## src/source/ssb_pkg.sv

```systemverilog
`default_nettype none

package ssb_pkg;

    // ************************************************************
    // sample and arithmetic types.
    // ************************************************************

    // one complex sample, signed re in [15:8], signed im in [7:0].
    typedef logic [15:0] sample_t;

    // signed correlation sum, also wide enough for |re| + |im|.
    typedef logic signed [17:0] corr_t;

    // symbol index inside the ssb, 0 is the pss.
    typedef logic [1:0] sym_idx_t;

    // ************************************************************
    // extractor control.
    // ************************************************************

    typedef enum logic [1:0] {
        SEARCH,
        CPREFIX,
        BODY
    } ext_state_e;

    // last symbol cut out after a pss.
    localparam sym_idx_t SSB_LAST_SYM = 2'd3;

endpackage

`default_nettype wire

```

## src/source/smp_if.sv

```systemverilog
`timescale 1ns/1ps
`default_nettype none

// tagged sample stream, valid/ready handshake.
interface smp_if;

    ssb_pkg::sample_t data;
    logic             peak;
    logic             valid;
    logic             ready;

    // producer side.
    modport src (
        output data,
        output peak,
        output valid,
        input  ready
    );

    // consumer side.
    modport dst (
        input  data,
        input  peak,
        input  valid,
        output ready
    );

endinterface

`default_nettype wire

```

## src/source/pss_correlator.sv

```systemverilog
`timescale 1ns/1ps
`default_nettype none

module pss_correlator #(
    parameter int                 PSS_LEN          = 16,
    parameter logic [PSS_LEN-1:0] PSS_TAPS         = '1,
    parameter int                 DETECT_THRESHOLD = 2048
) (
    input  wire logic             clk_i,
    input  wire logic             rst_i,
    input  wire ssb_pkg::sample_t smp_i,
    input  wire logic             smp_valid_i,
    output ssb_pkg::sample_t      smp_o,
    output logic                  peak_o,
    output logic                  smp_valid_o
);

    // window index 0 holds the oldest sample.
    ssb_pkg::sample_t win_q [PSS_LEN];
    ssb_pkg::sample_t win_d [PSS_LEN];

    ssb_pkg::corr_t   sum_re_d;
    ssb_pkg::corr_t   sum_im_d;
    ssb_pkg::corr_t   sum_re_q;
    ssb_pkg::corr_t   sum_im_q;
    ssb_pkg::sample_t s1_smp_q;
    logic             s1_valid_q;

    ssb_pkg::corr_t   abs_re;
    ssb_pkg::corr_t   abs_im;
    ssb_pkg::corr_t   metric_d;

    // ************************************************************
    // stage 1, window shift and tap-signed sums.
    // ************************************************************

    always_comb begin
        for (int i = 0; i < PSS_LEN - 1; i++) begin
            win_d[i] = win_q[i + 1];
        end
        win_d[PSS_LEN-1] = smp_i;
    end

    // sums cover the window including the incoming sample.
    always_comb begin
        ssb_pkg::corr_t re_v;
        ssb_pkg::corr_t im_v;
        sum_re_d = '0;
        sum_im_d = '0;
        for (int i = 0; i < PSS_LEN; i++) begin
            re_v = ssb_pkg::corr_t'($signed(win_d[i][15:8]));
            im_v = ssb_pkg::corr_t'($signed(win_d[i][7:0]));
            if (PSS_TAPS[i]) begin
                sum_re_d = sum_re_d + re_v;
                sum_im_d = sum_im_d + im_v;
            end else begin
                sum_re_d = sum_re_d - re_v;
                sum_im_d = sum_im_d - im_v;
            end
        end
    end

    // window starts from zeros so early sums are defined.
    always_ff @(posedge clk_i) begin
        if (rst_i) begin
            for (int i = 0; i < PSS_LEN; i++) begin
                win_q[i] <= '0;
            end
            s1_valid_q <= 1'b0;
        end else begin
            s1_valid_q <= smp_valid_i;
            if (smp_valid_i) begin
                win_q <= win_d;
            end
        end
    end

    always_ff @(posedge clk_i) begin
        if (smp_valid_i) begin
            sum_re_q <= sum_re_d;
            sum_im_q <= sum_im_d;
            s1_smp_q <= smp_i;
        end
    end

    // ************************************************************
    // stage 2, metric and threshold.
    // ************************************************************

    assign abs_re   = (sum_re_q < 0) ? -sum_re_q : sum_re_q;
    assign abs_im   = (sum_im_q < 0) ? -sum_im_q : sum_im_q;
    assign metric_d = abs_re + abs_im;

    always_ff @(posedge clk_i) begin
        if (rst_i) begin
            smp_valid_o <= 1'b0;
            peak_o      <= 1'b0;
        end else begin
            smp_valid_o <= s1_valid_q;
            peak_o      <= s1_valid_q && (metric_d >= DETECT_THRESHOLD);
        end
    end

    always_ff @(posedge clk_i) begin
        if (s1_valid_q) begin
            smp_o <= s1_smp_q;
        end
    end

    // the tag must ride on a real sample.
    peak_needs_valid: assert property (
        @(posedge clk_i) disable iff (rst_i) peak_o |-> smp_valid_o
    );

endmodule

`default_nettype wire

```

## src/source/sample_fifo.sv

```systemverilog
`timescale 1ns/1ps
`default_nettype none

module sample_fifo #(
    parameter int FIFO_DEPTH = 16
) (
    input  wire logic             clk_i,
    input  wire logic             rst_i,
    input  wire ssb_pkg::sample_t wr_data_i,
    input  wire logic             wr_peak_i,
    input  wire logic             wr_valid_i,
    smp_if.src                    rd,
    output logic                  overflow_o
);

    localparam int AW = $clog2(FIFO_DEPTH);
    localparam logic [AW:0] FULL_CNT = (AW + 1)'(FIFO_DEPTH);

    ssb_pkg::sample_t mem_data [FIFO_DEPTH];
    logic             mem_peak [FIFO_DEPTH];

    logic [AW-1:0] wr_ptr_q;
    logic [AW-1:0] rd_ptr_q;
    logic [AW:0]   count_q;
    logic          full;
    logic          push;
    logic          pop;

    assign full = (count_q == FULL_CNT);
    assign push = wr_valid_i && !full;
    assign pop  = rd.valid && rd.ready;

    // head is shown without a read request.
    assign rd.data  = mem_data[rd_ptr_q];
    assign rd.peak  = mem_peak[rd_ptr_q];
    assign rd.valid = (count_q != '0);

    always_ff @(posedge clk_i) begin
        if (push) begin
            mem_data[wr_ptr_q] <= wr_data_i;
            mem_peak[wr_ptr_q] <= wr_peak_i;
        end
    end

    // pointers wrap naturally, depth is a power of two.
    always_ff @(posedge clk_i) begin
        if (rst_i) begin
            wr_ptr_q   <= '0;
            rd_ptr_q   <= '0;
            count_q    <= '0;
            overflow_o <= 1'b0;
        end else begin
            if (push) begin
                wr_ptr_q <= wr_ptr_q + 1'b1;
            end
            if (pop) begin
                rd_ptr_q <= rd_ptr_q + 1'b1;
            end
            if (push && !pop) begin
                count_q <= count_q + 1'b1;
            end else if (pop && !push) begin
                count_q <= count_q - 1'b1;
            end
            // sticky until reset.
            if (wr_valid_i && full) begin
                overflow_o <= 1'b1;
            end
        end
    end

    count_in_range: assert property (
        @(posedge clk_i) disable iff (rst_i) count_q <= FULL_CNT
    );

endmodule

`default_nettype wire

```

## src/source/ssb_extractor.sv

```systemverilog
`timescale 1ns/1ps
`default_nettype none

module ssb_extractor #(
    parameter int FFT_LEN = 16,
    parameter int CP_LEN  = 4
) (
    input  wire logic        clk_i,
    input  wire logic        rst_i,
    smp_if.dst               in,
    output ssb_pkg::sample_t data_o,
    output logic             valid_o,
    input  wire logic        ready_i,
    output logic             last_o,
    output ssb_pkg::sym_idx_t sym_o,
    output logic             pbch_valid_o,
    output logic             sss_valid_o
);

    localparam int CNT_W = $clog2((FFT_LEN > CP_LEN) ? FFT_LEN : CP_LEN);
    localparam logic [CNT_W-1:0] CP_END   = CNT_W'(CP_LEN - 1);
    localparam logic [CNT_W-1:0] BODY_END = CNT_W'(FFT_LEN - 1);

    // nr order, sss sits between the two pbch symbols.
    localparam ssb_pkg::sym_idx_t SSS_SYM = 2'd2;

    ssb_pkg::ext_state_e state_q;
    logic [CNT_W-1:0]    cnt_q;
    ssb_pkg::sym_idx_t   sym_q;
    logic                pop;
    logic                take;
    logic                body_end;

    // prefix and search samples are always drained.
    assign in.ready = (state_q == ssb_pkg::BODY) ? (!valid_o || ready_i) : 1'b1;
    assign pop      = in.valid && in.ready;
    assign take     = pop && (state_q == ssb_pkg::BODY);
    assign body_end = (cnt_q == BODY_END);

    // ************************************************************
    // symbol sequencing.
    // ************************************************************

    always_ff @(posedge clk_i) begin
        if (rst_i) begin
            state_q <= ssb_pkg::SEARCH;
            cnt_q   <= '0;
            sym_q   <= '0;
        end else if (pop) begin
            case (state_q)
                ssb_pkg::SEARCH: begin
                    if (in.peak) begin
                        state_q <= ssb_pkg::CPREFIX;
                        cnt_q   <= '0;
                        sym_q   <= 2'd1;
                    end
                end
                ssb_pkg::CPREFIX: begin
                    if (cnt_q == CP_END) begin
                        state_q <= ssb_pkg::BODY;
                        cnt_q   <= '0;
                    end else begin
                        cnt_q <= cnt_q + 1'b1;
                    end
                end
                ssb_pkg::BODY: begin
                    if (body_end) begin
                        cnt_q <= '0;
                        if (sym_q == ssb_pkg::SSB_LAST_SYM) begin
                            state_q <= ssb_pkg::SEARCH;
                        end else begin
                            sym_q   <= sym_q + 1'b1;
                            state_q <= ssb_pkg::CPREFIX;
                        end
                    end else begin
                        cnt_q <= cnt_q + 1'b1;
                    end
                end
                default: begin
                    state_q <= ssb_pkg::SEARCH;
                end
            endcase
        end
    end

    // ************************************************************
    // output stage, refills in the cycle it drains.
    // ************************************************************

    always_ff @(posedge clk_i) begin
        if (rst_i) begin
            valid_o      <= 1'b0;
            last_o       <= 1'b0;
            pbch_valid_o <= 1'b0;
            sss_valid_o  <= 1'b0;
        end else if (take) begin
            valid_o      <= 1'b1;
            last_o       <= body_end;
            pbch_valid_o <= (sym_q != SSS_SYM);
            sss_valid_o  <= (sym_q == SSS_SYM);
        end else if (ready_i) begin
            valid_o      <= 1'b0;
            last_o       <= 1'b0;
            pbch_valid_o <= 1'b0;
            sss_valid_o  <= 1'b0;
        end
    end

    always_ff @(posedge clk_i) begin
        if (take) begin
            data_o <= in.data;
            sym_o  <= sym_q;
        end
    end

    last_with_valid: assert property (
        @(posedge clk_i) disable iff (rst_i) last_o |-> valid_o
    );

endmodule

`default_nettype wire

```

## src/source/ssb_sync_top.sv

```systemverilog
`timescale 1ns/1ps
`default_nettype none

module ssb_sync_top #(
    parameter int                 PSS_LEN          = 16,
    parameter logic [PSS_LEN-1:0] PSS_TAPS         = 16'b0110_1011_0001_1110,
    parameter int                 DETECT_THRESHOLD = 2048,
    parameter int                 FFT_LEN          = 16,
    parameter int                 CP_LEN           = 4,
    parameter int                 FIFO_DEPTH       = 16
) (
    input  wire logic              clk_i,
    input  wire logic              rst_i,
    input  wire ssb_pkg::sample_t  s_axis_in_tdata_i,
    input  wire logic              s_axis_in_tvalid_i,
    input  wire logic              m_axis_out_tready_i,
    output ssb_pkg::sample_t       m_axis_out_tdata_o,
    output logic                   m_axis_out_tvalid_o,
    output logic                   m_axis_out_tlast_o,
    output ssb_pkg::sym_idx_t      m_axis_out_tuser_o,
    output logic                   pbch_valid_o,
    output logic                   sss_valid_o,
    output logic                   overflow_o
);

    // correlator output, cannot be stalled.
    ssb_pkg::sample_t corr_smp;
    logic             corr_peak;
    logic             corr_valid;

    smp_if fifo_rd ();

    pss_correlator #(
        .PSS_LEN          (PSS_LEN),
        .PSS_TAPS         (PSS_TAPS),
        .DETECT_THRESHOLD (DETECT_THRESHOLD)
    ) pss_correlator_i (
        .clk_i       (clk_i),
        .rst_i       (rst_i),
        .smp_i       (s_axis_in_tdata_i),
        .smp_valid_i (s_axis_in_tvalid_i),
        .smp_o       (corr_smp),
        .peak_o      (corr_peak),
        .smp_valid_o (corr_valid)
    );

    sample_fifo #(
        .FIFO_DEPTH (FIFO_DEPTH)
    ) sample_fifo_i (
        .clk_i      (clk_i),
        .rst_i      (rst_i),
        .wr_data_i  (corr_smp),
        .wr_peak_i  (corr_peak),
        .wr_valid_i (corr_valid),
        .rd         (fifo_rd.src),
        .overflow_o (overflow_o)
    );

    ssb_extractor #(
        .FFT_LEN (FFT_LEN),
        .CP_LEN  (CP_LEN)
    ) ssb_extractor_i (
        .clk_i        (clk_i),
        .rst_i        (rst_i),
        .in           (fifo_rd.dst),
        .data_o       (m_axis_out_tdata_o),
        .valid_o      (m_axis_out_tvalid_o),
        .ready_i      (m_axis_out_tready_i),
        .last_o       (m_axis_out_tlast_o),
        .sym_o        (m_axis_out_tuser_o),
        .pbch_valid_o (pbch_valid_o),
        .sss_valid_o  (sss_valid_o)
    );

endmodule

`default_nettype wire

```

## config.mk

```make
export PLATFORM = sky130hd
export DESIGN_NAME = ssb_sync_top
export DESIGN_NICKNAME = d
export VERILOG_FILES = /design/src/source/ssb_pkg.sv /design/src/source/smp_if.sv /design/src/source/pss_correlator.sv /design/src/source/sample_fifo.sv /design/src/source/ssb_extractor.sv /design/src/source/ssb_sync_top.sv
export SDC_FILE = /design/constraint.sdc
export NUM_CORES = 1
export LEC_CHECK = 0
export ABC_AREA = 1
export BUFFER_PORTS_ARGS = -buffer_cell sky130_fd_sc_hd__buf_2
export CORE_UTILIZATION = 40
export CTS_CLUSTER_SIZE = 12
export DETAILED_ROUTE_END_ITERATION = 8
export SYNTH_ARGS = -nofsm -noshare
export SYNTH_HDL_FRONTEND = slang
export SYNTH_SLANG_ARGS = --single-unit
```

## constraint.sdc

```tcl
create_clock -name clk_i -period 9.8 [get_ports clk_i]
set_input_delay 0.49 -clock clk_i [delete_from_list [all_inputs] [get_ports clk_i]]
set_output_delay 0.49 -clock clk_i [all_outputs]
set_load 0.05 [all_outputs]
```

==> impl_summary.md <==
Outcome
The flow ran to the end, and the final reports show no timing, DRC or antenna violations.

STA
Setup repair after global routing left no endpoint under its margin. The shortest period the worst path allows is about 6.4 ns. Between clock sinks in the finished design, the worst skew comes to 0.0284 ns. The pin slew with the least headroom to its limit is 1.09 ns. The normalized max-slew margin is 27.0%.

The summed negative setup slack over all endpoints is 0 ns. After layout, the worst setup slack is 3.43 ns. The fmax is 157 MHz. The final-report hold violation count is 0. The total count of max-transition violations in the final report was 0. The final critical path takes up 65.0% of the cycle. The final setup violation count is 0.

The worst hold-check slack is approximately 0.11 ns.

Clock network
The number of clock sinks is about 630. The buffer count from post-CTS setup fixing is 0. The clock tree synthesis step divided the H-tree into 3 levels. The clock root buffer is sky130_fd_sc_hd__clkbuf_16. The number of hold buffers added after CTS was 0.

After clock tree synthesis, the clock-pin slew on the worst setup and hold paths is 0.06 ns. The post-cts repair resize count is 0. The worst-skew pair later-pin latency is about 0.63 ns. TritonCTS created 70 clock buffers.

The number of buffers on the longest clock path is 3. The clock tree from TritonCTS is built.

Synthesis
sky130_fd_sc_hd__edfxtp_1 takes more of the synthesized area than any other cell. The number of nets in the synthesized netlist is 3416. Ranked by total cell area, the synthesized netlist is headed by sky130_fd_sc_hd__edfxtp_1 (33%), sky130_fd_sc_hd__dfxtp_1 (17%), sky130_fd_sc_hd__fa_1 (16%).

The fraction of registers with async set/reset is 0%. Yosys mapped a number of flops with a built-in enable equal to 358. Counting distinct cell types in the post-synthesis netlist gives 47. A synthesized cell averages 10.6 µm². The portion of the post-synthesis area used by sequential elements is 50.1%. The mapped netlist covers 32400 µm². The area share of the largest cell type after synthesis is 33.2%. The total number of yosys warnings is 0.

After synthesis the netlist holds a flip-flop and latch count of 631. Among all cell types in the netlist, the one instantiated most often is sky130_fd_sc_hd__nor2_1. For this run, the leading register cell type out of synthesis is sky130_fd_sc_hd__edfxtp_1. The number of instances in the synthesized netlist is a little over 3000. The commonest cells after synthesis are sky130_fd_sc_hd__nor2_1 (448), sky130_fd_sc_hd__inv_1 (395), sky130_fd_sc_hd__edfxtp_1 (358).

Routing
The highest routed metal layer is met4. The total number of vias is slightly above 20000. The wire length on met2 is about 33 mm. The via-per-instance ratio is 4.92. The starting DRC count in detailed routing is 1214. Detailed routing placed a total of 2.42 mm of wire on met3. The number of search-and-repair iterations in the first detailed-routing pass is 5. The post-route DRC violation count is 0. The post-route met1 wirelength is 31.0 mm. The count of nets left with antenna violations after detail routing is 0.

Wires add up to ~68 mm. In the final routed layout, each cell accounts on average for 16.4 µm.

Setup path
The number of cell instances on the worst register-to-register path is 31. Broken down by cell family, the worst path's largest delay share belongs to adder cells. The worst setup path is launched from a flop.

The number of buffers and inverters on the critical path is 7. The worst endpoint required time is 10.15 ns. The startpoint identified for the worst register-to-register timing path is pss_correlator_i.win_d[232]. The critical path starts at pss_correlator_i.win_d[232]. The type of element capturing the critical path is a flop.

STA puts the critical path data arrival time at 6.71 ns. The worst register-to-register path ends at pss_correlator_i.sum_re_q[14]. The setup slack on the worst flop-to-flop path is 3.43 ns. The slowest cell on the critical path is sky130_fd_sc_hd__fa_1. The worst setup path category is reg -> reg. The largest fanout of any net on the critical path is 5.

The biggest cell delay along the critical path is 0.53 ns.

Finish
The number of nets at the end of the flow is 3413. In the final layout, the share of cells above drive strength 1 is 6.13%. Fill cells in the final layout number 7488. The area growth from synthesis to final layout is 10.5%. The finished layout holds approximately 4100 standard cells, fillers aside.

Worst hold path
In this run the worst hold path is classified as in -> reg. The cell count of the worst hold path is 1. The launch instance of the worst min-delay path is s_axis_in_tdata_i[3]. The path with the worst hold slack has its endpoint at pss_correlator_i.s1_smp_q[3].

Die
The core region is 79500 µm². The initial core utilization is 40.7%. The die covers 82000 µm². The floorplan step set the die width to 286 µm. 43 I/O pins were placed. From bottom edge to top edge, the die measures 286 µm. The floorplan has 103 rows.

GRT
For this run, the total global-route usage over all layers was measured as 17.1%. The initial antenna violation count is 2. Entering global routing, the biggest net connects 224 pins. The residual overflow from global routing is 0. The via count of the first global-routing pass is 20532. The first global-routing pass estimated 110 mm of wire.

Placement
The pre-CTS setup slack is ~3.4 ns. After legalization and detailed placement, the total HPWL measured 43.0 mm. Buffers placed on the I/O ports in this run total 42. Routability-driven placement finished with a final weighted congestion of 0.809. After detailed placement, the design holds a cell count of 4026.

Job
The max-capacitance violation count is 0.
==> per-stage QoR <==
step	utilization, %	instance area [µm²]
6_report	45.0	35700
5_1_grt	45.0	35700
4_1_cts	45.0	35700
3_5_place_dp	42.2	33500
3_3_place_gp	42.2	33500
2_1_floorplan	-	32400
==> cell type report <==
class | instances | area, µm² | area share (%)
timing repair buffer | 56 | 338 | 0.945
multi-input combinational | 1888 | 14200 | 39.6
antenna | 1 | 2.50 | 0.00700
clock buffer | 99 | 1920 | 5.38
tap | 1050 | 1310 | 3.67
sequential | 631 | 16200 | 45.4
inverter | 401 | 1520 | 4.24
clock inverter | 23 | 278 | 0.777
==> per-layer routing <==
metal / track usage (%) / vias to the layer above
met5: 0 / -
li1: - / 10167
met4: 4.68 / 0
met3: 2.54 / 100
met2: 29.1 / 279
met1: 22.6 / 9870
==> worst max-delay path by stage <==
stage | cells after the start | slack, ns | to
after floorplan | 31 | 3.80 | pss_correlator_i.sum_re_q[14]
after global placement | 31 | 3.49 | pss_correlator_i.sum_re_q[14]
after detailed placement | 31 | 3.44 | pss_correlator_i.sum_re_q[14]
after CTS | 31 | 3.41 | pss_correlator_i.sum_re_q[14]
after global routing | 31 | 2.94 | pss_correlator_i.sum_re_q[15]
final | 31 | 3.43 | pss_correlator_i.sum_re_q[14]
==> worst register-to-register path, delay by kind of cell (launching register included) <==
kind | cells | cell delay, ns
adders and majority gates | 9 | 3.86
xor gates and xnor gates | 1 | 0.06
DFF | 1 | 0.29
buffers and inverters | 7 | 0.40
and+or+nand+nor | 12 | 1.11
AOI/OAI and AO/OA | 2 | 0.39
==> cells in the final DEF (no fill, tap or decap), drive strengths merged, types with 3 or more instances in the layout <==
cell and count:
nand2 227, xor2 56, xnor2 14, o211ai 14
o221ai 51, a31oi 5, nor3 17, a21oi 185
inv 401, buf 56, clkinv 19, edfxtp 358
dfxtp 273, clkbuf 99, o32ai 12, nand3 78
a21boi 3, fa 254, o21ai 348, mux2i 51
nor2 450, o21bai 3, ha 91, o31ai 3
nand4 14
==> kinds of logic after synthesis <==
family,after synthesis,share of synthesized area (%)
compound gates,630,10.7
flops,631,50.1
fa+ha+maj,345,19.2
xor+xnor,70,1.90
simple gates,792,10.0
buf+inv,532,6.43
mux,51,1.58
==> sequential cells by signal, summed over array words and instances (netlist names), 5 cells and up, named ones only <==
| signal | flops |
|---|---|
| sample_fifo_i.mem_data | 256 |
| pss_correlator_i.win_d | 240 |
| pss_correlator_i.sum_im_q | 18 |
| pss_correlator_i.sum_re_q | 18 |
| pss_correlator_i.s1_smp_q | 16 |
| pss_correlator_i.smp_o | 16 |
| sample_fifo_i.mem_peak | 16 |
| ssb_extractor_i.data_o | 16 |
| sample_fifo_i.count_q | 5 |
Power is not shown: default switching activity piles up to over one toggle a cycle in this logic, so the estimate is an artifact.
